===== config.mk =====
export PLATFORM = sky130hd
export DESIGN_NAME = memArbiter
export DESIGN_NICKNAME = d
export VERILOG_FILES = /design/src/design/rvPkg.sv /design/src/design/memArbiter.sv
export SDC_FILE = /design/constraint.sdc
export NUM_CORES = 1
export LEC_CHECK = 0
export ABC_AREA = 1
export ABC_CLOCK_PERIOD_IN_PS = 1120
export BUFFER_PORTS_ARGS = -buffer_cell sky130_fd_sc_hd__buf_2
export CAP_MARGIN = 0
export CORE_AREA = 3 3 118 120
export CTS_CLUSTER_SIZE = 30
export DETAILED_ROUTE_END_ITERATION = 10
export DIE_AREA = 0 0 121 123
export PLACE_DENSITY = 0.56
export RECOVER_POWER = 25
export SETUP_SLACK_MARGIN = 0.5
export SLEW_MARGIN = 40
export SYNTH_ARGS = -nofsm -noshare
export SYNTH_HDL_FRONTEND = slang
export SYNTH_SLANG_ARGS = --single-unit

===== constraint.sdc =====
create_clock -name clk -period 1.12 [get_ports clk]
set_input_delay 0.168 -clock clk [delete_from_list [all_inputs] [get_ports clk]]
set_output_delay 0.168 -clock clk [all_outputs]
set_load 0.03 [all_outputs]

===== src/design/rvPkg.sv =====
`default_nettype none

package rvPkg;

	typedef logic [31:0] word_t;
	typedef logic [4:0] regIdx_t;

	typedef enum logic [2:0] {
		ALU_ADD, ALU_SUB, ALU_AND, ALU_SLT, ALU_SLL, ALU_SRL, ALU_SRA
	} aluOp_t;

	typedef enum logic [2:0] {IMM_I, IMM_S, IMM_B, IMM_U, IMM_J} immKind_t;

	typedef enum logic [1:0] {WB_ALU, WB_MEM, WB_LINK} wbSel_t;

	typedef enum logic [3:0] {
		IDLE, FETCH, FETCH_WAIT, DECODE, REG_READ, EXECUTE,
		MEM_ACCESS, MEM_WAIT, WRITE_BACK, BRANCH, HALT
	} fsmState_t;

	localparam logic [6:0] OPC_OP     = 7'b0110011;
	localparam logic [6:0] OPC_IMM    = 7'b0010011;
	localparam logic [6:0] OPC_LOAD   = 7'b0000011;
	localparam logic [6:0] OPC_STORE  = 7'b0100011;
	localparam logic [6:0] OPC_LUI    = 7'b0110111;
	localparam logic [6:0] OPC_BRANCH = 7'b1100011;
	localparam logic [6:0] OPC_JAL    = 7'b1101111;
	localparam logic [6:0] OPC_JALR   = 7'b1100111;
	localparam logic [6:0] OPC_SYSTEM = 7'b1110011;

	localparam logic [2:0] F3_ADD = 3'b000; // also sub, addi, jalr
	localparam logic [2:0] F3_SLL = 3'b001;
	localparam logic [2:0] F3_SLT = 3'b010;
	localparam logic [2:0] F3_SR  = 3'b101; // srl, srli and srai
	localparam logic [2:0] F3_AND = 3'b111;
	localparam logic [2:0] F3_LW  = 3'b010;
	localparam logic [2:0] F3_SW  = 3'b010;
	localparam logic [2:0] F3_BEQ = 3'b000;
	localparam logic [2:0] F3_BNE = 3'b001;
	localparam logic [2:0] F3_BLT = 3'b100;
	localparam logic [2:0] F3_BGE = 3'b101;

endpackage

`default_nettype wire


===== src/design/memArbiter.sv =====
`timescale 1ns/1ps
`default_nettype none

module memArbiter
	import rvPkg::*;
#(
	parameter int MemAddrBits = 8
) (
	input logic clk,
	input logic rst,
	input logic fetchReq,
	input logic fetchWe,
	input logic [MemAddrBits-1:0] fetchAddr,
	input word_t fetchWdata,
	output logic fetchGnt,
	output logic fetchRvalid,
	output word_t fetchRdata,
	input logic dataReq,
	input logic dataWe,
	input logic [MemAddrBits-1:0] dataAddr,
	input word_t dataWdata,
	output logic dataGnt,
	output logic dataRvalid,
	output word_t dataRdata,
	input logic hostReq,
	input logic hostWe,
	input logic [MemAddrBits-1:0] hostAddr,
	input word_t hostWdata,
	output logic hostGnt,
	output logic hostRvalid,
	output word_t hostRdata,
	output logic ramEn,
	output logic ramWe,
	output logic [MemAddrBits-1:0] ramAddr,
	output word_t ramWdata,
	input word_t ramRdata
);
	// data beats fetch beats host
	assign dataGnt = dataReq;
	assign fetchGnt = fetchReq && !dataReq;
	assign hostGnt = hostReq && !dataReq && !fetchReq;
	assign ramEn = dataGnt || fetchGnt || hostGnt;

	always_comb begin
		ramWe = hostWe;
		ramAddr = hostAddr;
		ramWdata = hostWdata;
		if (dataGnt) begin
			ramWe = dataWe;
			ramAddr = dataAddr;
			ramWdata = dataWdata;
		end else if (fetchGnt) begin
			ramWe = fetchWe;
			ramAddr = fetchAddr;
			ramWdata = fetchWdata;
		end
	end

	// owner of the read in flight
	always_ff @(posedge clk or negedge rst) begin
		if (!rst) begin
			fetchRvalid <= 1'b0;
			dataRvalid <= 1'b0;
			hostRvalid <= 1'b0;
		end else begin
			fetchRvalid <= fetchGnt && !fetchWe;
			dataRvalid <= dataGnt && !dataWe;
			hostRvalid <= hostGnt && !hostWe;
		end
	end

	assign fetchRdata = fetchRvalid ? ramRdata : '0;
	assign dataRdata = dataRvalid ? ramRdata : '0;
	assign hostRdata = hostRvalid ? ramRdata : '0;

endmodule

`default_nettype wire


== Word-level counts from Yosys, hierarchy flattened ==
Index checks and enable logic that the tools add are counted.
Word-level totals
  bits in registers: 3
  input port bits: 160
  output and inout bits: 144
  word-level logic and storage cells: 25
Cells by class
  mux-type cells: 9
  reduce and logical (&&, ||, !) cells: 13
Operators with widths (number)
  $mux W32: 5
  $mux W8: 2
  $logic_and A1 B1 Y1: 6
  $logic_not A1 Y1: 5
  $logic_or A1 B1 Y1: 2
  $mux W1: 2

== Logic depth before layout (Yosys ltp) ==
  word-level depth: 4
  depth in mapped cells: 5
  depth with buffers taken out: 4

== Least setup slack after synthesis ==
Ideal clock, no wire load.
  path type: reg-to-output
  start: register dataRvalid
  end: output dataRdata[10]
  data arrival time: 1.129 ns
  required time: 0.952 ns
  path slack: -0.177 ns
  cell stages (with the launch flop): 4
  cells stage by stage: dfrtp_1 clkbuf_1 nand2_1 inv_1
On the way
  cells in the longest elaborated chain, start to end: 1
Ends and longest elaborated chain
  start: declaration: line memArbiter.sv:23  | output logic dataRvalid,
  start signal: assignment: line memArbiter.sv:67  | dataRvalid <= dataGnt && !dataWe;
  $mux W32: line memArbiter.sv:73  | assign dataRdata = dataRvalid ? ramRdata : '0;
  end: declaration: line memArbiter.sv:24  | output word_t dataRdata,
No other way between the ends.

== Worst setup path in the final report ==
  start: input dataReq
  end: output ramWdata[7]
On the way
  cells in the longest elaborated chain, start to end: 4
Ends and longest elaborated chain
  start: declaration: line memArbiter.sv:18  | input logic dataReq,
  $logic_not A1 Y1: line memArbiter.sv:40  | assign fetchGnt = fetchReq && !dataReq;
  $logic_and A1 B1 Y1: line memArbiter.sv:40
  $mux W32: line memArbiter.sv:52  | end else if (fetchGnt) begin
  $mux W32 *: line memArbiter.sv:48  | if (dataGnt) begin
  end: declaration: line memArbiter.sv:35  | output word_t ramWdata,
Every way passes the cells marked *; elsewhere a longest branch is shown, timed or not.

==> flow_metrics.env <==
export IMPL_clkTransAtPathRegs_ns=0.03
export IMPL_synthToLayoutAreaGrowth_pct=191
export IMPL_grt_ovfl_total=0
export IMPL_core_area_sq_um=13100
export IMPL_critPathMostFrequentCell="buf_12"
export IMPL_final_util_pct=44.6
export IMPL_end_kind="output pin"
export IMPL_max_slew_margin_pct=85.9
export IMPL_syn_inst=396
export IMPL_drc=0
export IMPL_crit_path_max_fanout=5
export IMPL_fin_crit_ns=1.27
export IMPL_cts_buffers=3
export IMPL_floorplan_die_height_microns=123
export IMPL_ys_ff_latch=3
export IMPL_hold_end="hostRvalid$_DFF_PN0_"
export IMPL_die_area_sq_um=14900
export IMPL_drtAntennaViolNets=0
export IMPL_place_hpwl_mm=8.60
export IMPL_maxCapViolCount=0
export IMPL_gp_congestion=0.755
export IMPL_synth_common_cells="181 x nand2_1, 102 x inv_1, 39 x nand2_2, 39 x nand3_2, 9 x clkbuf_1"
export IMPL_portBuffers=303
export IMPL_drtPass1Iterations=4
export IMPL_drv_slew=0
export IMPL_ir_worst_vdd_mv=0.246
export IMPL_slowest_stage="nor2_4"
export IMPL_crit_chain="buf_12 > nor2_4 > buf_6 > buf_12 > buf_12 > nand2_4 > nand3_4 > buf_6"
export IMPL_yosysTopAreaCell="nand2_1"
export IMPL_async_flop_share_pct=100
export IMPL_status="finished with violations"
export IMPL_timing_fmax_mhz=786
export IMPL_syn_num_nets=556
export IMPL_powerDensity_nw_per_um2=544
export IMPL_nNetsFinal=885
export IMPL_vias=3508
export IMPL_syn_area_per_cell_sq_um=5.06
export IMPL_setup_viol_count_final=140
export IMPL_ys_warn_count=0
export IMPL_slowest_delay_ns=0.20
export IMPL_rsz0062_at_grt="true"
export IMPL_cts_tree="yes"
export IMPL_min_path_type="primary input to flop"
export IMPL_fill_cells=1290
export IMPL_synth_most_common_cell="nand2_1"
export IMPL_cp_top_family="buffers and inverters"
export IMPL_drive_gt1_share_pct=81.2
export IMPL_track_usage_pct=13.5
export IMPL_grt_pass1_vias=3175
export IMPL_synth_area_sq_um=2000
export IMPL_power_leakage_uw=0.00377
export IMPL_htreeDepth=1
export IMPL_crit_buf_inv=5
export IMPL_n_antenna_cell=0
export IMPL_post_drt_wl_per_cell_microns=13.2
export IMPL_worst_slack_ns=-0.152
export IMPL_violations="setup timing"
export IMPL_path_class="primary input to output pin"
export IMPL_ys_seq_area_share_pct=3.75
export IMPL_holdWs_ns=0.154
export IMPL_worst_pin_slew_ns=0.211
export IMPL_antenna_found_initial=1
export IMPL_via_per_inst=3.90
export IMPL_post_route_period_util_pct=114
export IMPL_cts_buffer_depth=2
export IMPL_hold_viol=0
export IMPL_grt_pass1_wl_mm=16.3
export IMPL_ys_top_cells_by_area="nand2_1 34%, nand3_2 19%, inv_1 19%, nand2_2 12%, buf_12 4.0%"
export IMPL_fp_dieW_microns=121
export IMPL_initial_core_util_pct=15.3
export IMPL_arrival_ns=1.10
export IMPL_first_iter_violations=81
export IMPL_ys_flop_type="dfrtp_1"
export IMPL_boundaryPins=304
export IMPL_critPathLaunchType="primary input"
export IMPL_synth_distinct_cells=15
export IMPL_rows=42
export IMPL_finalWirelength_mm=11.9
export IMPL_required_ns=0.95
export IMPL_hold_depth=2
export IMPL_clockRootBuffer="clkbuf_16"
export IMPL_synth_top_cell_area_share_pct=33.9
export IMPL_hp_start="hostWe"
export IMPL_synth_edf_count=0
export IMPL_grt_max_degree=34
export IMPL_cts_sinks=3
==> cells in the final DEF, fill, tap and decap left out, types with 3 or more instances in the layout <==
master,Yosys,final
nand3_4,0,41
dfrtp_2,0,3
nand2_4,0,66
buf_8,0,7
nand2_2,39,24
inv_2,1,93
buf_16,0,6
buf_2,7,157
nor2_4,1,4
inv_1,102,5
nand2_1,181,128
buf_12,4,15
inv_4,0,3
buf_6,0,56
clkbuf_16,0,5
buf_4,3,99
==> routing by layer <==
metal	vias to the layer above	global-route usage (%)	part of all wire [%]
met4	2	1.27	0.73
met5	-	0	0.076
met2	187	26.8	55
li1	1775	-	-
met1	1535	14.8	34
met3	9	3.39	9.5
==> state kept, by name, summed over array words and instances (netlist names) <==
| register | flops |
|---|---|
| hostRvalid | 1 |
| fetchRvalid | 1 |
| dataRvalid | 1 |
==> where the power goes <==
group / switching (uW) / internal, uW
sequential: 3.26 / 114
combinational: 1360 / 1130
clock: 96.9 / 470
total: 1460 / 1720
==> repair_timing <==
action,CTS,global route
resized for setup,204,139
hold buffers,1,0
buffers inserted,13,4
cloned,7,2
endpoints found under the setup margin,147,146
pin swaps,6,44
hold endpoints to repair,3,0
==> kinds of logic (layout without fill, tap and decap cells) <==
kind of cell | after synthesis | after routing | share of synthesized area, %
and+or+nand+nor | 267 | 267 | 68.4
DFF | 3 | 3 | 3.75
buffers and inverters | 126 | 454 | 27.8
==> how the worst max path moves through the flow <==
stage | start | cells after the start | endpoint | slack, ns
2_1_floorplan | dataRvalid$_DFF_PN0_ | 3 | dataRdata[10] | 0.09
3_3_place_gp | fetchReq | 7 | ramWdata[14] | -0.20
3_5_place_dp | dataReq | 5 | ramAddr[5] | -0.23
4_1_cts | dataReq | 8 | ramAddr[0] | -0.15
5_1_grt | dataReq | 8 | ramWdata[5] | -0.20
6_report | dataReq | 8 | ramWdata[7] | -0.15
==> through the flow <==
stage | std cells | worst slack (ns) | total power (uW) | area (sq um) | TNS (ns)
CTS | 894 | -0.151 | 2970 | 5350 | -15.81
detailed placement | 869 | -0.230 | 1960 | 4330 | -8.43
global route | 900 | -0.204 | 3350 | 5830 | -20.43
floorplan | 396 | 0.0890 | 1320 | 2670 | 0
finish | 900 | -0.152 | 3180 | 5830 | -15.52
global placement | 869 | -0.205 | 1950 | 4330 | -7.90
==> area by class of cell <==
class	instances	area, sq um	area share, %
clock buffer	4	78.8	1.35
sequential	3	78.8	1.35
timing repair buffer	347	2840	48.7
inverter	103	407	6.97
tap	176	220	3.78
multi-input combinational	267	2210	37.8
(Power assumes the default switching activity.)
