==> config.mk <==
export PLATFORM = sky130hd
export DESIGN_NAME = datapath
export DESIGN_NICKNAME = d
export VERILOG_FILES = /design/src/design/rvPkg.sv /design/src/design/datapath.sv
export SDC_FILE = /design/constraint.sdc
export NUM_CORES = 2
export LEC_CHECK = 0
export BUFFER_PORTS_ARGS = -buffer_cell sky130_fd_sc_hd__buf_2
export CORE_MARGIN = 2
export CORE_UTILIZATION = 60
export CTS_CLUSTER_DIAMETER = 100
export DETAILED_ROUTE_END_ITERATION = 10
export PLACE_DENSITY_LB_ADDON = 0.15
export SKIP_LAST_GASP = 1
export SLEW_MARGIN = 20
export SYNTH_ARGS = -nofsm -noshare
export SYNTH_HDL_FRONTEND = slang
export SYNTH_SLANG_ARGS = --single-unit
==> constraint.sdc <==
create_clock -name clk -period 13.1 [get_ports clk]
set_input_delay 0.655 -clock clk [delete_from_list [all_inputs] [get_ports clk]]
set_output_delay 0.655 -clock clk [all_outputs]
set_load 0.005 [all_outputs]
==> src/design/rvPkg.sv <==
`default_nettype none

package rvPkg;

	typedef logic [31:0] word_t;
	typedef logic [4:0] regIdx_t;

	typedef enum logic [2:0] {
		ALU_ADD, ALU_SUB, ALU_AND, ALU_SLT, ALU_SLL, ALU_SRL, ALU_SRA
	} aluOp_t;

	typedef enum logic [2:0] {IMM_I, IMM_S, IMM_B, IMM_U, IMM_J} immKind_t;

	typedef enum logic [1:0] {WB_ALU, WB_MEM, WB_LINK} wbSel_t;

	typedef enum logic [3:0] {
		IDLE, FETCH, FETCH_WAIT, DECODE, REG_READ, EXECUTE,
		MEM_ACCESS, MEM_WAIT, WRITE_BACK, BRANCH, HALT
	} fsmState_t;

	localparam logic [6:0] OPC_OP     = 7'b0110011;
	localparam logic [6:0] OPC_IMM    = 7'b0010011;
	localparam logic [6:0] OPC_LOAD   = 7'b0000011;
	localparam logic [6:0] OPC_STORE  = 7'b0100011;
	localparam logic [6:0] OPC_LUI    = 7'b0110111;
	localparam logic [6:0] OPC_BRANCH = 7'b1100011;
	localparam logic [6:0] OPC_JAL    = 7'b1101111;
	localparam logic [6:0] OPC_JALR   = 7'b1100111;
	localparam logic [6:0] OPC_SYSTEM = 7'b1110011;

	localparam logic [2:0] F3_ADD = 3'b000; // also sub, addi, jalr
	localparam logic [2:0] F3_SLL = 3'b001;
	localparam logic [2:0] F3_SLT = 3'b010;
	localparam logic [2:0] F3_SR  = 3'b101; // srl, srli and srai
	localparam logic [2:0] F3_AND = 3'b111;
	localparam logic [2:0] F3_LW  = 3'b010;
	localparam logic [2:0] F3_SW  = 3'b010;
	localparam logic [2:0] F3_BEQ = 3'b000;
	localparam logic [2:0] F3_BNE = 3'b001;
	localparam logic [2:0] F3_BLT = 3'b100;
	localparam logic [2:0] F3_BGE = 3'b101;

endpackage

`default_nettype wire

==> src/design/datapath.sv <==
`timescale 1ns/1ps
`default_nettype none

module datapath
	import rvPkg::*;
#(
	parameter word_t ResetPc = '0
) (
	input logic clk,
	input logic rst,
	input logic pcWr,
	input logic pcFromAlu,
	input logic irWr,
	input logic regsWr,
	input logic aluOutWr,
	input logic mdrWr,
	input logic regWr,
	input logic aluSrcImm,
	input logic aluSrcPc,
	input aluOp_t aluOp,
	input immKind_t immKind,
	input wbSel_t wbSel,
	input word_t memRdata,
	output word_t instr,
	output logic eq,
	output logic lt,
	output word_t fetchAddr,
	output word_t dataAddr,
	output word_t dataWdata
);
	word_t pc;
	word_t pcInstr; // address of the instruction in ir
	word_t ir;
	word_t a;
	word_t b;
	word_t aluOut;
	word_t mdr;
	word_t rf [32];
	word_t imm;
	word_t opA;
	word_t opB;
	word_t aluResult;
	word_t wbData;
	regIdx_t rs1;
	regIdx_t rs2;
	regIdx_t rd;
	logic [32:0] diff;

	assign instr = ir;
	assign rs1 = (immKind == IMM_U) ? '0 : ir[19:15]; // lui carries imm in rs1 field
	assign rs2 = ir[24:20];
	assign rd = ir[11:7];

	always_comb begin
		case (immKind)
			IMM_I: imm = {{20{ir[31]}}, ir[31:20]};
			IMM_S: imm = {{20{ir[31]}}, ir[31:25], ir[11:7]};
			IMM_B: imm = {{19{ir[31]}}, ir[31], ir[7], ir[30:25], ir[11:8], 1'b0};
			IMM_U: imm = {ir[31:12], 12'b0};
			IMM_J: imm = {{11{ir[31]}}, ir[31], ir[19:12], ir[20], ir[30:21], 1'b0};
			default: imm = '0;
		endcase
	end

	assign opA = aluSrcPc ? pcInstr : a;
	assign opB = aluSrcImm ? imm : b;

	always_comb begin
		case (aluOp)
			ALU_ADD: aluResult = opA + opB;
			ALU_SUB: aluResult = opA - opB;
			ALU_AND: aluResult = opA & opB;
			ALU_SLT: aluResult = {31'b0, $signed(opA) < $signed(opB)};
			ALU_SLL: aluResult = opA << opB[4:0];
			ALU_SRL: aluResult = opA >> opB[4:0];
			ALU_SRA: aluResult = $signed(opA) >>> opB[4:0];
			default: aluResult = '0;
		endcase
	end

	// sign-extended subtract cannot overflow in 33 bits
	assign diff = {a[31], a} - {b[31], b};
	assign eq = (diff == '0);
	assign lt = diff[32];

	always_comb begin
		case (wbSel)
			WB_MEM: wbData = mdr;
			WB_LINK: wbData = pc; // already advanced past the jump
			default: wbData = aluOut;
		endcase
	end

	always_ff @(posedge clk or negedge rst) begin
		if (!rst) begin
			pc <= ResetPc;
		end else if (pcWr) begin
			pc <= pcFromAlu ? {aluOut[31:1], 1'b0} : pc + 32'd4;
		end
	end

	always_ff @(posedge clk) begin
		if (irWr) begin
			ir <= memRdata;
			pcInstr <= pc;
		end
		if (regsWr) begin
			a <= (rs1 == '0) ? '0 : rf[rs1]; // x0 reads zero
			b <= (rs2 == '0) ? '0 : rf[rs2];
		end
		if (aluOutWr) aluOut <= aluResult;
		if (mdrWr) mdr <= memRdata;
		if (regWr) rf[rd] <= wbData;
	end

	assign fetchAddr = pc;
	assign dataAddr = aluOut;
	assign dataWdata = b;

endmodule

`default_nettype wire

# After elaboration in Yosys (flattened, before gate mapping)
# Memories as Yosys holds them, arrays and structs flattened. A register that Yosys moved wholly into a read port is not among the register bits.
# Index checks and enable logic that the tools add are counted.
[totals]
in_bits = 51
output_inout_bits = 130
reg_bits = 160
ramBits = 1024
n_memories = 1
[op_classes]
n_bitwise = 1
n_addsub = 4
n_mux = 9
n_reduce_logical = 5
order_cmp = 1
n_eq_ne = 12
shifts = 3
[mem_list]
columns = ["memory", "depth", "width", "rd", "rd_ports_with_merged_regs", "wr", "line_no", "rtl"]
rows = [
  ["rf", 32, 32, 2, 2, 1, "datapath.sv:38", "word_t rf [32];"],
]
[ops]
columns = ["operator", "count"]
rows = [
  ["$pmux W32 S7", 1],
  ["$pmux W32 S5", 1],
  ["$mux W32", 3],
  ["$pmux W32 S2", 1],
  ["$logic_not A33 Y1", 1],
  ["$sub A32 B32 Y33", 1],
  ["$add A32 B3 Y32 const B", 1],
  ["$add A32 B32 Y32", 1],
  ["$and A32 B32 Y32", 1],
  ["$lt A32 B32 Y1", 1],
  ["$shl A32 B5 Y32", 1],
  ["$shr A32 B5 Y32", 1],
  ["$sshr A32 B5 Y32", 1],
  ["$sub A32 B32 Y32", 1],
  ["$eq A3 B2 Y1 const B", 4],
  ["$eq A3 B3 Y1 const B", 4],
  ["$logic_not A5 Y1", 2],
  ["$eq A3 B1 Y1 const B", 2],
  ["$logic_not A3 Y1", 2],
  ["$mux W5", 1],
  ["$eq A2 B1 Y1 const B", 1],
  ["$eq A2 B2 Y1 const B", 1],
  ["$mux W1", 2],
]

# Logic depth before layout (Yosys ltp)
[logic_depth]
depth_word = 5
mapped_depth = 22

# Worst setup path after synthesis
# Ideal clock, no wire load.
[synth_timing]
kind = "input port to flip-flop"
start = "input port immKind[2]"
end = "register aluOut[28] (netlist: dataAddr[28]) (data pin)"
slack_ns = 8.198
cell_stages = 20
arrival_time_ns = 4.637
path_cell_list = "buf_4 -> and4bb_1 -> a22oi_1 -> o21a_1 -> buf_2 -> buf_1 -> buf_2 -> buf_1 -> ha_1 -> nor2b_1 -> o21a_1 -> o211ai_1 -> nand3_1 -> a21oi_1 -> o21ai_1 -> a211oi_1 -> o21ai_0 -> a21oi_1 -> o221ai_1 -> or3_1"
[synth_between]
elab_chain_cells = 5
[synth_rtl]
columns = ["item", "line_no", "rtl"]
rows = [
  ["start: declaration", "datapath.sv:21", "input immKind_t immKind,"],
  ["$eq A3 B3 Y1 (tied with other cells)", "datapath.sv:55", "case (immKind)"],
  ["$pmux W32 S5 (*)", "datapath.sv:55", ""],
  ["$mux W32 (*)", "datapath.sv:66", "assign opB = aluSrcImm ? imm : b;"],
  ["$sub A32 B32 Y32 (tied with other cells)", "datapath.sv:71", "ALU_SUB: aluResult = opA - opB;"],
  ["$pmux W32 S7 (*)", "datapath.sv:69", "case (aluOp)"],
  ["via aluResult[28]", "datapath.sv:42", "word_t aluResult;"],
  ["end signal: assignment", "datapath.sv:111", "if (aluOutWr) aluOut <= aluResult;"],
  ["end: declaration", "datapath.sv:36", "word_t aluOut;"],
]
# The timed path passes the listed nets; every way through them passes the cells marked *.
# A chain may end at the register's enable or synchronous reset.

# Worst setup path after layout
[layout_timing]
start = "register b[0] (netlist: dataWdata[0]) (read register of rf)"
end = "output port eq"
[layout_between]
elab_chain_cells = 2
[layout_rtl]
columns = ["item", "line_no", "rtl"]
rows = [
  ["start: declaration", "datapath.sv:35", "word_t b;"],
  ["$sub A32 B32 Y33", "datapath.sv:82", "assign diff = {a[31], a} - {b[31], b};"],
  ["$logic_not A33 Y1", "datapath.sv:83", "assign eq = (diff == '0);"],
  ["end: declaration", "datapath.sv:25", "output logic eq,"],
]
# No other way between the ends.

==> summary.txt <==
Synth
  – Post-synthesis sequential area ratio: 0.564
  – Number of synthesized flops with an enable pin: 1,215
  – Syn_nets: 5,424
  – Syn avg cell area: between 10 and 15 µm²
  – Yosys Warn Count: 0
  – Yosys reg bits: approximately 1,200
  – Post-Syn Area: between 0.06 and 0.07 mm²
  – Yosys cell types: 96
  – Synthesized instance count: between 5,000 and 6,000
  – Async set-or-reset flop fraction in the synthesized netlist: 0.0249
  – Top FF cell, synth: edfxtp_1

Timing
  – Clock skew: 0.0271 ns
  – Pins Over Slew Limit: 0
  – Fin crit share: 0.472
  – Worst Tran Pin Value: roughly 1.2 ns
  – Fin Setup TNS: 0 ns
  – Final setup vio count: 0
  – Slew margin rel.: 0.186
  – Final hold slack: ~0.075 ns
  – Crit path time final: just over 6 ns
  – Max Fclk: around 0.16 GHz
  – Hold Vio Cnt, Final: 0
  – Unrepaired setup endpoints after global routing: false

Pwr
  – Leak pwr: between 20 and 30 nW
  – Peak VDD IR: ~0.15 mV
  – Tot Pwr: 0.0111 W
  – P per Cell Area: ~150 mW/mm²

Setup path
  – Critical-path top delay cell: a2111oi_0
  – CP cell instances: ha_1, fa_1, xor2_1, o211ai_1, a2111oi_0, nand4_1, or4_1, nor4_2, o2111ai_1, nor4_1, nand4_1, nor4_2, buf_2
  – Max incr delay on CP: 0.68 ns
  – WP data arrival: approximately 5.5 ns
  – Worst path top cell family by delay: simple AND/OR/NAND/NOR gates
  – Worst-path fanout max: 3
  – CP Launch Type: flop
  – Buffers and inverters on the worst path: 1
  – Critical path required time: between 10 and 15 ns
  – Classification of the worst setup path: reg2out
  – Crit. End Element: output port

Floorplan
  – Die H: ~340 µm
  – FP Rows: ~120
  – Starting Density: 0.606
  – Full die area: around 0.11 mm²
  – Num ports: approximately 180
  – Core area: around 0.11 mm²
  – Chip Width: roughly 340 µm

Final layout
  – Seq. cell area: 0.0373 mm²
  – Multi-input gate area: roughly 0.027 mm²
  – Most frequent cells in the layout: 1,215 x edfxtp_1, 611 x nand2_1, 352 x a21oi_1
  – Fraction of layout cells with a size suffix above 1: 0.196
  – Area grow syn2layout: 10.4%
  – Nets: approximately 5,400
  – # fillers: roughly 8,000
  – Commonest non-fill, non-tap cell in the layout: edfxtp_1

Routing
  – Remaining routing DRC violations: 0
  – Vias/cell: around 7.6
  – Pre-Repair DR Iteration Count: 7
  – Post-route ant nets: 0
  – First DRT Iteration DRCs: slightly below 9,000
  – Vias post-DR: roughly 52,000
  – WL final: 260,000 µm
  – WL per Instance: 38.2 µm

Placed design
  – Routability cong.: about 1.1
  – Number of port buffers: 179
  – Dpl hpwl: approximately 160,000 µm

GRT
  – Pin count of the biggest net entering global routing: around 110
  – First-pass GRT wire length: between 300,000 and 400,000 µm
  – Met1 usage: 0.606
  – Met3 usage: 0.144
  – Gr busiest metal: met2
  – Met2 Usage GRT: 0.654
  – Grt ovf: 0
  – Initial antenna violation count: 15
  – Number of global-route vias before repair: 49,028
  – Total GRT Usage: 0.457

Clock network
  – CTS buffer count: ~130
  – Skew-Pair Late Insertion Delay: 0.78 ns
  – CTS tree: built
  – Clock Tree Root: clkbuf_16
  – Clk slew on worst S/H paths: around 0.060 ns
  – CTS resizes: 0
  – Max H-tree Level: 4
  – Clock buffer depth: 3
  – # clock sinks: 1,246

Job
  – Max Cap Viol: 0

Worst hold path
  – Hold Path Class: in2reg

Run status
  – Status: finished, final reports clean
## path summary, 6_finish.rpt
| path | startpoint | endpoint | slack (ns) | cells after the start |
|---|---|---|---|---|
| worst max-delay path | dataWdata[0]$_SDFFCE_PN0P_ | eq | 6.92 | 13 |
| worst min register to register | fetchAddr[1]$_DFFE_PN0P_ | pcInstr[1]$_DFFE_PP_ | 0.55 | 0 |
| worst max register to register | instr[22]$_DFFE_PP_ | dataAddr[27]$_DFFE_PP_ | 7.30 | 18 |
| worst min-delay path | memRdata[4] | mdr[4]$_DFFE_PP_ | 0.08 | 1 |
| min in group asynchronous | rst | fetchAddr[9]$_DFFE_PN0P_ | 0.56 | 2 |
| max in group asynchronous | rst | fetchAddr[27]$_DFFE_PN0P_ | 11.99 | 2 |
## final cells by class
| class | count | share of cell area |
|---|---|---|
| clock inverters | 70 | 0.00981 |
| well taps | 1414 | 0.0242 |
| inverters | 140 | 0.00720 |
| flip-flops and latches | 1246 | 0.511 |
| clock buffers | 163 | 0.0479 |
| diodes | 10 | 0.000343 |
| multi-input cells | 3465 | 0.373 |
| repair buffers | 307 | 0.0265 |
## power breakdown
part	switching, W	total [W]	internal [W]	leakage, nW
sequential	0.000217	0.00489	0.00467	11.6
clock	0.00160	0.00369	0.00209	2.05
combinational	0.00171	0.00252	0.000804	11.4
## state kept, by name, summed over array words and instances, names as in the netlist
| signal | flops |
|---|---|
| instr | 32 |
| dataAddr | 32 |
| fetchAddr | 31 |
| a | 32 |
| dataWdata | 32 |
| pcInstr | 31 |
| mdr | 32 |
| rf | 1024 |
## cells in the mapped netlist (all sizes together), types with 26 or more instances
library cell,count,share of area
edfxtp,1215,0.55
nand2,620,0.035
a21oi,354,0.027
clkbuf,330,0.019
o21ai,272,0.021
mux4,265,0.090
nor2,245,0.014
mux2i,211,0.032
mux2,183,0.031
a211oi,158,0.018
a31oi,148,0.014
inv,138,0.0078
o221ai,117,0.016
o22ai,105,0.0099
ha,100,0.019
buf,89,0.0063
nor3,77,0.0059
nor2b,60,0.0057
nand3,54,0.0041
o211ai,45,0.0051
a22oi,40,0.0045
a311oi,38,0.0050
a221oi,31,0.0043
dfrtp,31,0.012
a22o,29,0.0039
a21o,27,0.0031
xnor2,26,0.0034
## timing repair
action / in CTS / in global routing
hold endpoints to repair: 13 / 0
setup buffers: 0 / 0
hold buffers: 1 / 0
## per-stage QoR
stage,instance area [µm²],util,setup WS [ns],std cells
2_1_floorplan,66100,-,8.20,5270
3_3_place_gp,68700,0.630,6.87,6571
3_5_place_dp,68700,0.630,6.80,6571
4_1_cts,72900,0.669,7.16,6805
5_1_grt,72900,0.669,6.94,6810
6_report,73000,0.669,6.92,6815
## kinds of logic (layout without fill, tap and decap cells)
family,count (synthesis),count (layout),synth area share
adder cells (fa/ha/maj),103,103,0.0198
AO/OA/AOI/OAI,1483,1483,0.147
XOR/XNOR,37,37,0.00490
flip-flops,1246,1246,0.564
multiplexers,659,659,0.154
other,1,11,0.0000567
buffers and inverters,559,680,0.0330
AND/OR/NAND/NOR,1182,1182,0.0782
## metal layers
layer / vias up / part of all wire
met4: 10 / 0.076
met3: 1021 / 0.15
met2: 4681 / 0.43
li1: 20854 / -
met5: - / 0.00023
met1: 25453 / 0.35
(Power assumes the default switching activity.)
