[config.mk]
export PLATFORM = sky130hd
export DESIGN_NAME = controlFsm
export DESIGN_NICKNAME = d
export VERILOG_FILES = /design/src/design/rvPkg.sv /design/src/design/controlFsm.sv
export SDC_FILE = /design/constraint.sdc
export NUM_CORES = 1
export LEC_CHECK = 0
export BUFFER_PORTS_ARGS = -buffer_cell sky130_fd_sc_hd__buf_2
export CORE_MARGIN = 4
export CORE_UTILIZATION = 30
export CTS_CLUSTER_DIAMETER = 200
export DETAILED_ROUTE_END_ITERATION = 8
export PLACE_DENSITY_LB_ADDON = 0.2
export SETUP_SLACK_MARGIN = 0.15
export SYNTH_ARGS = -nofsm -noshare
export SYNTH_HDL_FRONTEND = slang
export SYNTH_SLANG_ARGS = --single-unit
[constraint.sdc]
create_clock -name clk -period 2.5 [get_ports clk]
set_clock_uncertainty 0.1 [all_clocks]
set_input_delay 0 -clock clk [delete_from_list [all_inputs] [get_ports clk]]
set_output_delay 0 -clock clk [all_outputs]
set_load 0.05 [all_outputs]
[src/design/rvPkg.sv]
`default_nettype none

package rvPkg;

	typedef logic [31:0] word_t;
	typedef logic [4:0] regIdx_t;

	typedef enum logic [2:0] {
		ALU_ADD, ALU_SUB, ALU_AND, ALU_SLT, ALU_SLL, ALU_SRL, ALU_SRA
	} aluOp_t;

	typedef enum logic [2:0] {IMM_I, IMM_S, IMM_B, IMM_U, IMM_J} immKind_t;

	typedef enum logic [1:0] {WB_ALU, WB_MEM, WB_LINK} wbSel_t;

	typedef enum logic [3:0] {
		IDLE, FETCH, FETCH_WAIT, DECODE, REG_READ, EXECUTE,
		MEM_ACCESS, MEM_WAIT, WRITE_BACK, BRANCH, HALT
	} fsmState_t;

	localparam logic [6:0] OPC_OP     = 7'b0110011;
	localparam logic [6:0] OPC_IMM    = 7'b0010011;
	localparam logic [6:0] OPC_LOAD   = 7'b0000011;
	localparam logic [6:0] OPC_STORE  = 7'b0100011;
	localparam logic [6:0] OPC_LUI    = 7'b0110111;
	localparam logic [6:0] OPC_BRANCH = 7'b1100011;
	localparam logic [6:0] OPC_JAL    = 7'b1101111;
	localparam logic [6:0] OPC_JALR   = 7'b1100111;
	localparam logic [6:0] OPC_SYSTEM = 7'b1110011;

	localparam logic [2:0] F3_ADD = 3'b000; // also sub, addi, jalr
	localparam logic [2:0] F3_SLL = 3'b001;
	localparam logic [2:0] F3_SLT = 3'b010;
	localparam logic [2:0] F3_SR  = 3'b101; // srl, srli and srai
	localparam logic [2:0] F3_AND = 3'b111;
	localparam logic [2:0] F3_LW  = 3'b010;
	localparam logic [2:0] F3_SW  = 3'b010;
	localparam logic [2:0] F3_BEQ = 3'b000;
	localparam logic [2:0] F3_BNE = 3'b001;
	localparam logic [2:0] F3_BLT = 3'b100;
	localparam logic [2:0] F3_BGE = 3'b101;

endpackage

`default_nettype wire

[src/design/controlFsm.sv]
`timescale 1ns/1ps
`default_nettype none

module controlFsm
	import rvPkg::*;
(
	input logic clk,
	input logic rst,
	input logic run,
	input word_t instr,
	input logic eq,
	input logic lt,
	input logic memGnt,
	input logic memRvalid,
	output logic pcWr,
	output logic pcFromAlu,
	output logic irWr,
	output logic regsWr,
	output logic aluOutWr,
	output logic mdrWr,
	output logic regWr,
	output logic aluSrcImm,
	output logic aluSrcPc,
	output logic fetchReq,
	output logic dataReq,
	output logic dataWe,
	output logic halted,
	output aluOp_t aluOp,
	output immKind_t immKind,
	output wbSel_t wbSel
);
	fsmState_t state, nextState;
	logic [6:0] opcode;
	logic [2:0] funct3, brFunct3;
	logic isLoad, isStore, isBranch, isJump, taken;
	aluOp_t dAluOp;
	immKind_t dImmKind;
	wbSel_t dWbSel;
	logic dSrcImm, dSrcPc, dLoad, dStore, dBranch, dJump, dValid;

	assign opcode = instr[6:0];
	assign funct3 = instr[14:12];

	// instruction classification, sampled only in DECODE
	always_comb begin
		dAluOp = ALU_ADD;
		dImmKind = IMM_I;
		dWbSel = WB_ALU;
		dSrcImm = 1'b1;
		dSrcPc = 1'b0;
		dLoad = 1'b0;
		dStore = 1'b0;
		dBranch = 1'b0;
		dJump = 1'b0;
		dValid = 1'b1;
		case (opcode)
			OPC_OP: begin
				dSrcImm = 1'b0;
				case (funct3)
					F3_ADD: dAluOp = instr[30] ? ALU_SUB : ALU_ADD;
					F3_AND: dAluOp = ALU_AND;
					F3_SLT: dAluOp = ALU_SLT;
					default: dValid = 1'b0;
				endcase
			end
			OPC_IMM: begin
				case (funct3)
					F3_ADD: dAluOp = ALU_ADD;
					F3_SLT: dAluOp = ALU_SLT;
					F3_SLL: dAluOp = ALU_SLL;
					F3_SR: dAluOp = instr[30] ? ALU_SRA : ALU_SRL;
					default: dValid = 1'b0;
				endcase
			end
			OPC_LUI: dImmKind = IMM_U; // x0 + imm
			OPC_LOAD: begin
				dLoad = 1'b1;
				dWbSel = WB_MEM;
				dValid = (funct3 == F3_LW);
			end
			OPC_STORE: begin
				dStore = 1'b1;
				dImmKind = IMM_S;
				dValid = (funct3 == F3_SW);
			end
			OPC_BRANCH: begin
				dBranch = 1'b1;
				dImmKind = IMM_B;
				dSrcPc = 1'b1; // target from instruction pc
				dValid = (funct3 == F3_BEQ) || (funct3 == F3_BNE) ||
					(funct3 == F3_BLT) || (funct3 == F3_BGE);
			end
			OPC_JAL: begin
				dJump = 1'b1;
				dImmKind = IMM_J;
				dSrcPc = 1'b1;
				dWbSel = WB_LINK;
			end
			OPC_JALR: begin
				dJump = 1'b1;
				dWbSel = WB_LINK;
			end
			default: dValid = 1'b0;
		endcase
	end

	always_ff @(posedge clk or negedge rst) begin
		if (!rst) begin
			state <= IDLE;
			aluOp <= ALU_ADD;
			immKind <= IMM_I;
			wbSel <= WB_ALU;
			aluSrcImm <= 1'b0;
			aluSrcPc <= 1'b0;
			isLoad <= 1'b0;
			isStore <= 1'b0;
			isBranch <= 1'b0;
			isJump <= 1'b0;
			brFunct3 <= '0;
		end else begin
			state <= nextState;
			if (state == DECODE) begin
				aluOp <= dAluOp;
				immKind <= dImmKind;
				wbSel <= dWbSel;
				aluSrcImm <= dSrcImm;
				aluSrcPc <= dSrcPc;
				isLoad <= dLoad;
				isStore <= dStore;
				isBranch <= dBranch;
				isJump <= dJump;
				brFunct3 <= funct3;
			end
		end
	end

	always_comb begin
		case (brFunct3)
			F3_BEQ: taken = eq;
			F3_BNE: taken = !eq;
			F3_BLT: taken = lt;
			F3_BGE: taken = !lt;
			default: taken = 1'b0;
		endcase
	end

	always_comb begin
		nextState = state;
		pcWr = 1'b0;
		pcFromAlu = 1'b0;
		irWr = 1'b0;
		regsWr = 1'b0;
		aluOutWr = 1'b0;
		mdrWr = 1'b0;
		regWr = 1'b0;
		fetchReq = 1'b0;
		dataReq = 1'b0;
		dataWe = 1'b0;
		case (state)
			IDLE: if (run) nextState = FETCH;
			FETCH: begin
				fetchReq = 1'b1;
				if (memGnt) nextState = FETCH_WAIT;
			end
			FETCH_WAIT: begin
				if (memRvalid) begin
					irWr = 1'b1;
					pcWr = 1'b1; // pc + 4
					nextState = DECODE;
				end
			end
			DECODE: begin
				if (opcode == OPC_SYSTEM) nextState = HALT; // ebreak
				else if (dValid) nextState = REG_READ;
				else nextState = FETCH; // unknown, skipped
			end
			REG_READ: begin
				regsWr = 1'b1;
				nextState = EXECUTE;
			end
			EXECUTE: begin
				aluOutWr = 1'b1;
				if (isLoad || isStore) nextState = MEM_ACCESS;
				else if (isBranch) nextState = BRANCH;
				else nextState = WRITE_BACK;
			end
			MEM_ACCESS: begin
				dataReq = 1'b1;
				dataWe = isStore;
				if (memGnt) nextState = isStore ? FETCH : MEM_WAIT;
			end
			MEM_WAIT: begin
				if (memRvalid) begin
					mdrWr = 1'b1;
					nextState = WRITE_BACK;
				end
			end
			WRITE_BACK: begin
				regWr = 1'b1;
				pcWr = isJump; // link uses the old pc
				pcFromAlu = isJump;
				nextState = FETCH;
			end
			BRANCH: begin
				pcWr = taken;
				pcFromAlu = 1'b1;
				nextState = FETCH;
			end
			HALT: nextState = HALT;
			default: nextState = IDLE;
		endcase
	end

	assign halted = (state == HALT);

endmodule

`default_nettype wire

# Yosys cells after proc, flatten, opt, wreduce, memory -nomap -nowiden
# Index checks and enable logic that the tools add are counted.
dict set report word_totals {
  out_inout_bits 21
  in_bits 39
  ff_bits 21
  elab_cells 99
}
dict set report op_classes {
  n_mux 39
  reduce_logical 17
  eq_ne 32
}
# cell n
set op_table {}
lappend op_table {{$pmux 4 s10} 1}
lappend op_table {{$eq 7x7->1 const B} 4}
lappend op_table {{$mux 4} 7}
lappend op_table {{$eq 7x6->1 const B} 3}
lappend op_table {{$mux 1} 19}
lappend op_table {{$eq 4x3->1 const B} 4}
lappend op_table {{$eq 3x3->1 const B} 5}
lappend op_table {{$eq 4x4->1 const B} 3}
lappend op_table {{$pmux 3 s4} 1}
lappend op_table {{$ne 2x2->1 const B} 5}
lappend op_table {{$pmux 3 s3} 1}
lappend op_table {{$eq 4x2->1 const B} 2}
lappend op_table {{$reduce_or 2->1} 4}
lappend op_table {{$eq 7x2->1 const B} 1}
lappend op_table {{$eq 7x5->1 const B} 1}
lappend op_table {{$eq 3x1->1 const B} 2}
lappend op_table {{$logic_not 3->1} 2}
lappend op_table {{$mux 3} 2}
lappend op_table {{$pmux 2 s3} 1}
lappend op_table {{$pmux 3 s2} 1}
lappend op_table {{$reduce_or 3->1} 2}
lappend op_table {{$pmux 1 s5} 1}
lappend op_table {{$reduce_and 5->1} 1}
lappend op_table {{$eq 4x1->1 const B} 1}
lappend op_table {{other kinds (10)} 14}

# Logic depth before layout (Yosys ltp)
dict set report logic_depth {
  depth_word 8
  mapped_depth 6
  mapped_depth_nobuf 5
}

# Worst setup path before layout
# No wires, ideal clock.
dict set report synth_path {
  path_kind {flip-flop to output port}
  start {reg state[3]}
  end {out mdrWr}
  n_path_buf 1
  path_slack_ns 0.248
  stages_incl_launch_ff 5
  t_arrival_ns 2.152
  t_required_ns 2.400
  cell_sequence {dfrtp_1 -> buf_2 -> inv_1 -> nand2_1 -> nor4_1}
}
dict set report synth_via {
  elab_chain_len 2
}
# element line_no
set synth_lines {}
lappend synth_lines {{start, declared} controlFsm.sv:32} ;# fsmState_t state, nextState;
lappend synth_lines {{start signal, assigned} controlFsm.sv:121} ;# state <= nextState;
lappend synth_lines {{$eq 4x3->1} controlFsm.sv:159} ;# case (state)
lappend synth_lines {{$mux 1} controlFsm.sv:159}
lappend synth_lines {{end, declared} controlFsm.sv:20} ;# output logic mdrWr,
# No other way between the ends.

# Worst setup path in the final report
dict set report layout_path {
  start {reg state[0]}
  end {reg state[0]}
}
dict set report layout_via {
  elab_chain_len 3
  word_cells_on_any_way 19
  classes_between {eq/ne (15); mux (1); reduce/logical (3)}
}
# element line_no
set layout_lines {}
lappend layout_lines {{$eq 4x4->1, or another cell as far along} controlFsm.sv:159}
lappend layout_lines {{$reduce_or 2->1 (no line) or $ne 2x2->1 (tied branches)} --}
lappend layout_lines {{$pmux 4 s10 or $reduce_and 5->1 (tied branches)} --}
# Parallel ways exist; a longest one is shown, timed or not.
# A chain may end at the register's enable or synchronous reset.

==> qor.txt <==
Hold WC Path Type -> primary input to flip-flop
DRT iter0 DRCs -> 139
die width -> 75.3 um
Antenna Nets Post-Route -> 0
Critical Path Sink Type -> flip-flop
initial antenna violation count -> 0
Congestion Overflow GR -> 0
Seq cells post-synth -> 21
DRC -> 0
CP arrival -> 1920 ps
CP max-delay cell -> dfrtp_1
largest family of logic cells by synthesized area -> simple AND/OR/NAND/NOR gates
Top Ports -> 60
RSZ-0062 raised after global routing -> no
status -> completed
Total GRT Usage -> 0.123
H-tree depth -> 1
Skew-Pair Late Insertion Delay -> 250 ps
Wirelength per Cell -> 12.8 um
Synth Area in Compound Gates -> 0.183
final hold slack -> 2.96 ps
layout cell share with drive strength beyond 1 -> 0.231
Place WS -> 644 ps
Starting Density -> 0.310
Clk Tree Root Cell -> clkbuf_8
Slew Limit Fails -> 0
WL final -> 3390 um
Final #Nets -> 252
CTS Buf Count -> 3
Setup crit start kind -> flip-flop
clock sinks -> 21
Via Count -> 1331
crit-path max FO -> 13
Die Span Y -> 75.3 um
Post-synth ARST share -> 1.00
CP Class -> flip-flop to flip-flop
routed vias/inst -> 5.04
normalized max-slew margin -> 0.631
Post-synth top cells -> nand2_1, dfrtp_1, nor2_1
top-count cell post-synth -> nand2_1
yosys warns -> 0
CP required -> 2540 ps
DRT Pass-1 Iters -> 4
worst-margin pin slew -> 554 ps
Yosys top cell area share -> 0.387
P&R area growth vs syn -> 22.5%
DPL Wire Length -> 2620 um
die area -> 5670 sq um
CP max stage delay -> 700 ps
Worst Slack Setup Final -> 611 ps
Max Freq -> 529 MHz
top_reg_cell synth -> dfrtp_1
# Max-Cap Violations -> 0
period utilization -> 0.756
Critical Path, Cell by Cell -> mux2i_1 -> a21oi_1 -> nor3_1 -> a211o_1 -> nand3_1
Yosys top cell by area -> dfrtp_1
first-pass GRT wire length -> 5380 um
I/O Buffers -> 38
gpl congestion -> 0.804
crit path time final -> 1890 ps
Final setup viols -> 0
pwr dens -> 856 nW/um^2
Area contributors post-synth -> dfrtp_1, nand2_1, nor2_1
# diodes -> 0
vias in the first global route -> 1183
Static Leakage -> 0.831 nW
Yosys cell types -> 44
Clk pin slew, worst setup/hold paths -> 70 ps
Core Util, Final -> 0.380
post-synthesis simple-gate area fraction -> 0.331
R2R setup slack -> 610 ps
cts repair resizes -> 0
Cell Rows -> 24
synthesized area -> 1360 sq um
largest net degree at the start of global routing -> 22
cell count after synthesis -> 173
CTS tree -> done
Final Hold Fails -> 0
clk buf depth -> 2
adder-cell area share of the yosys netlist -> 0
post-synthesis xor/xnor area fraction -> 0.0129
final setup TNS -> 0 ps
Synth Area per Inst -> 7.85 sq um
Synth Net Count -> 212
number of synthesized flops with an enable pin -> 0
proportion of synthesized area in mux cells -> 0.0221
Worst path top cell family by delay -> flip-flops
core area -> 4380 sq um
sequential cell area fraction in the yosys report -> 0.387
maximum VDD drop -> 0.244 mV
WP buf/inv -> 0
[final timing paths]
check,start,endpoint,cells after the start
worst min register to register,aluSrcPc,aluSrcPc,2
worst min-delay path,instr[6],immKind[0],4
max in group asynchronous,rst,state[1],2
worst max register to register,state[0],state[0],5
min in group asynchronous,rst,aluOp[0],2
worst max-delay path,state[0],state[0],5
[layer usage]
| metal | up-vias | part of all wire | GRT usage |
|---|---|---|---|
| met5 | - | 0 | 0 |
| met4 | 0 | 0.012 | 0.0583 |
| met2 | 31 | 0.47 | 0.198 |
| li1 | 677 | - | - |
| met3 | 2 | 0.053 | 0.0106 |
| met1 | 621 | 0.46 | 0.167 |
[cell families after synthesis]
family | Yosys count
buffers and inverters | 15
DFF | 21
muxes | 3
AOI/OAI and AO/OA | 38
xor gates and xnor gates | 2
and+or+nand+nor | 94
[tightest hold or removal path, cell delays in order]
cell	delay, ps
buf_2	110
nor2b_1	60
nand3_1	80
a31oi_1	70
[state kept, by name (all words and copies together) (netlist names)]
| name | flops |
|---|---|
| state | 4 |
| aluOp | 3 |
| brFunct3 | 3 |
| immKind | 3 |
| wbSel | 2 |
| aluSrcImm | 1 |
| aluSrcPc | 1 |
| isBranch | 1 |
| isJump | 1 |
| isLoad | 1 |
| isStore | 1 |
[per-stage QoR]
step | std cells | power (mW) | area [sq um]
after floorplan | 173 | 1.08 | 1360
after global placement | 254 | 1.22 | 1560
after detailed placement | 254 | 1.21 | 1560
after CTS | 264 | 1.44 | 1660
after global routing | 264 | 1.53 | 1660
final | 264 | 1.42 | 1660
[report_power, final]
group	switching, mW	leakage (nW)	total (mW)	internal (mW)
clock	0.103	0.0228	0.217	0.113
combinational	0.472	0.532	0.699	0.227
sequential	0.105	0.276	0.510	0.405
[cell type report]
cell class / count / area [sq um]
Fill cell: 472 / 2720
Multi-Input combinational cell: 137 / 747
Sequential cell: 21 / 526
Timing Repair Buffer: 45 / 258
Tap cell: 52 / 65.1
Clock buffer: 4 / 45.0
Inverter: 5 / 23.8
[placed cells by master, fill, tap and decap left out, types with 2 or more instances in the layout]
| cell type | n |
|---|---|
| o21ai_1 | 2 |
| a21o_1 | 2 |
| nand2_1 | 45 |
| nor3_1 | 8 |
| and3_1 | 3 |
| o31ai_1 | 5 |
| nand2b_1 | 2 |
| nor2_1 | 19 |
| clkbuf_8 | 3 |
| mux2i_1 | 3 |
| nand3_1 | 6 |
| o21ai_0 | 8 |
| a21oi_1 | 10 |
| dfrtp_1 | 21 |
| buf_2 | 38 |
| nor2b_1 | 2 |
| dlygate4sd3_1 | 6 |
| inv_1 | 3 |
[timing repair]
action,CTS,global route
buffers inserted,0,0
hold endpoints to repair,27,0
hold buffers,6,0
Power figures use the tool's default switching activity.
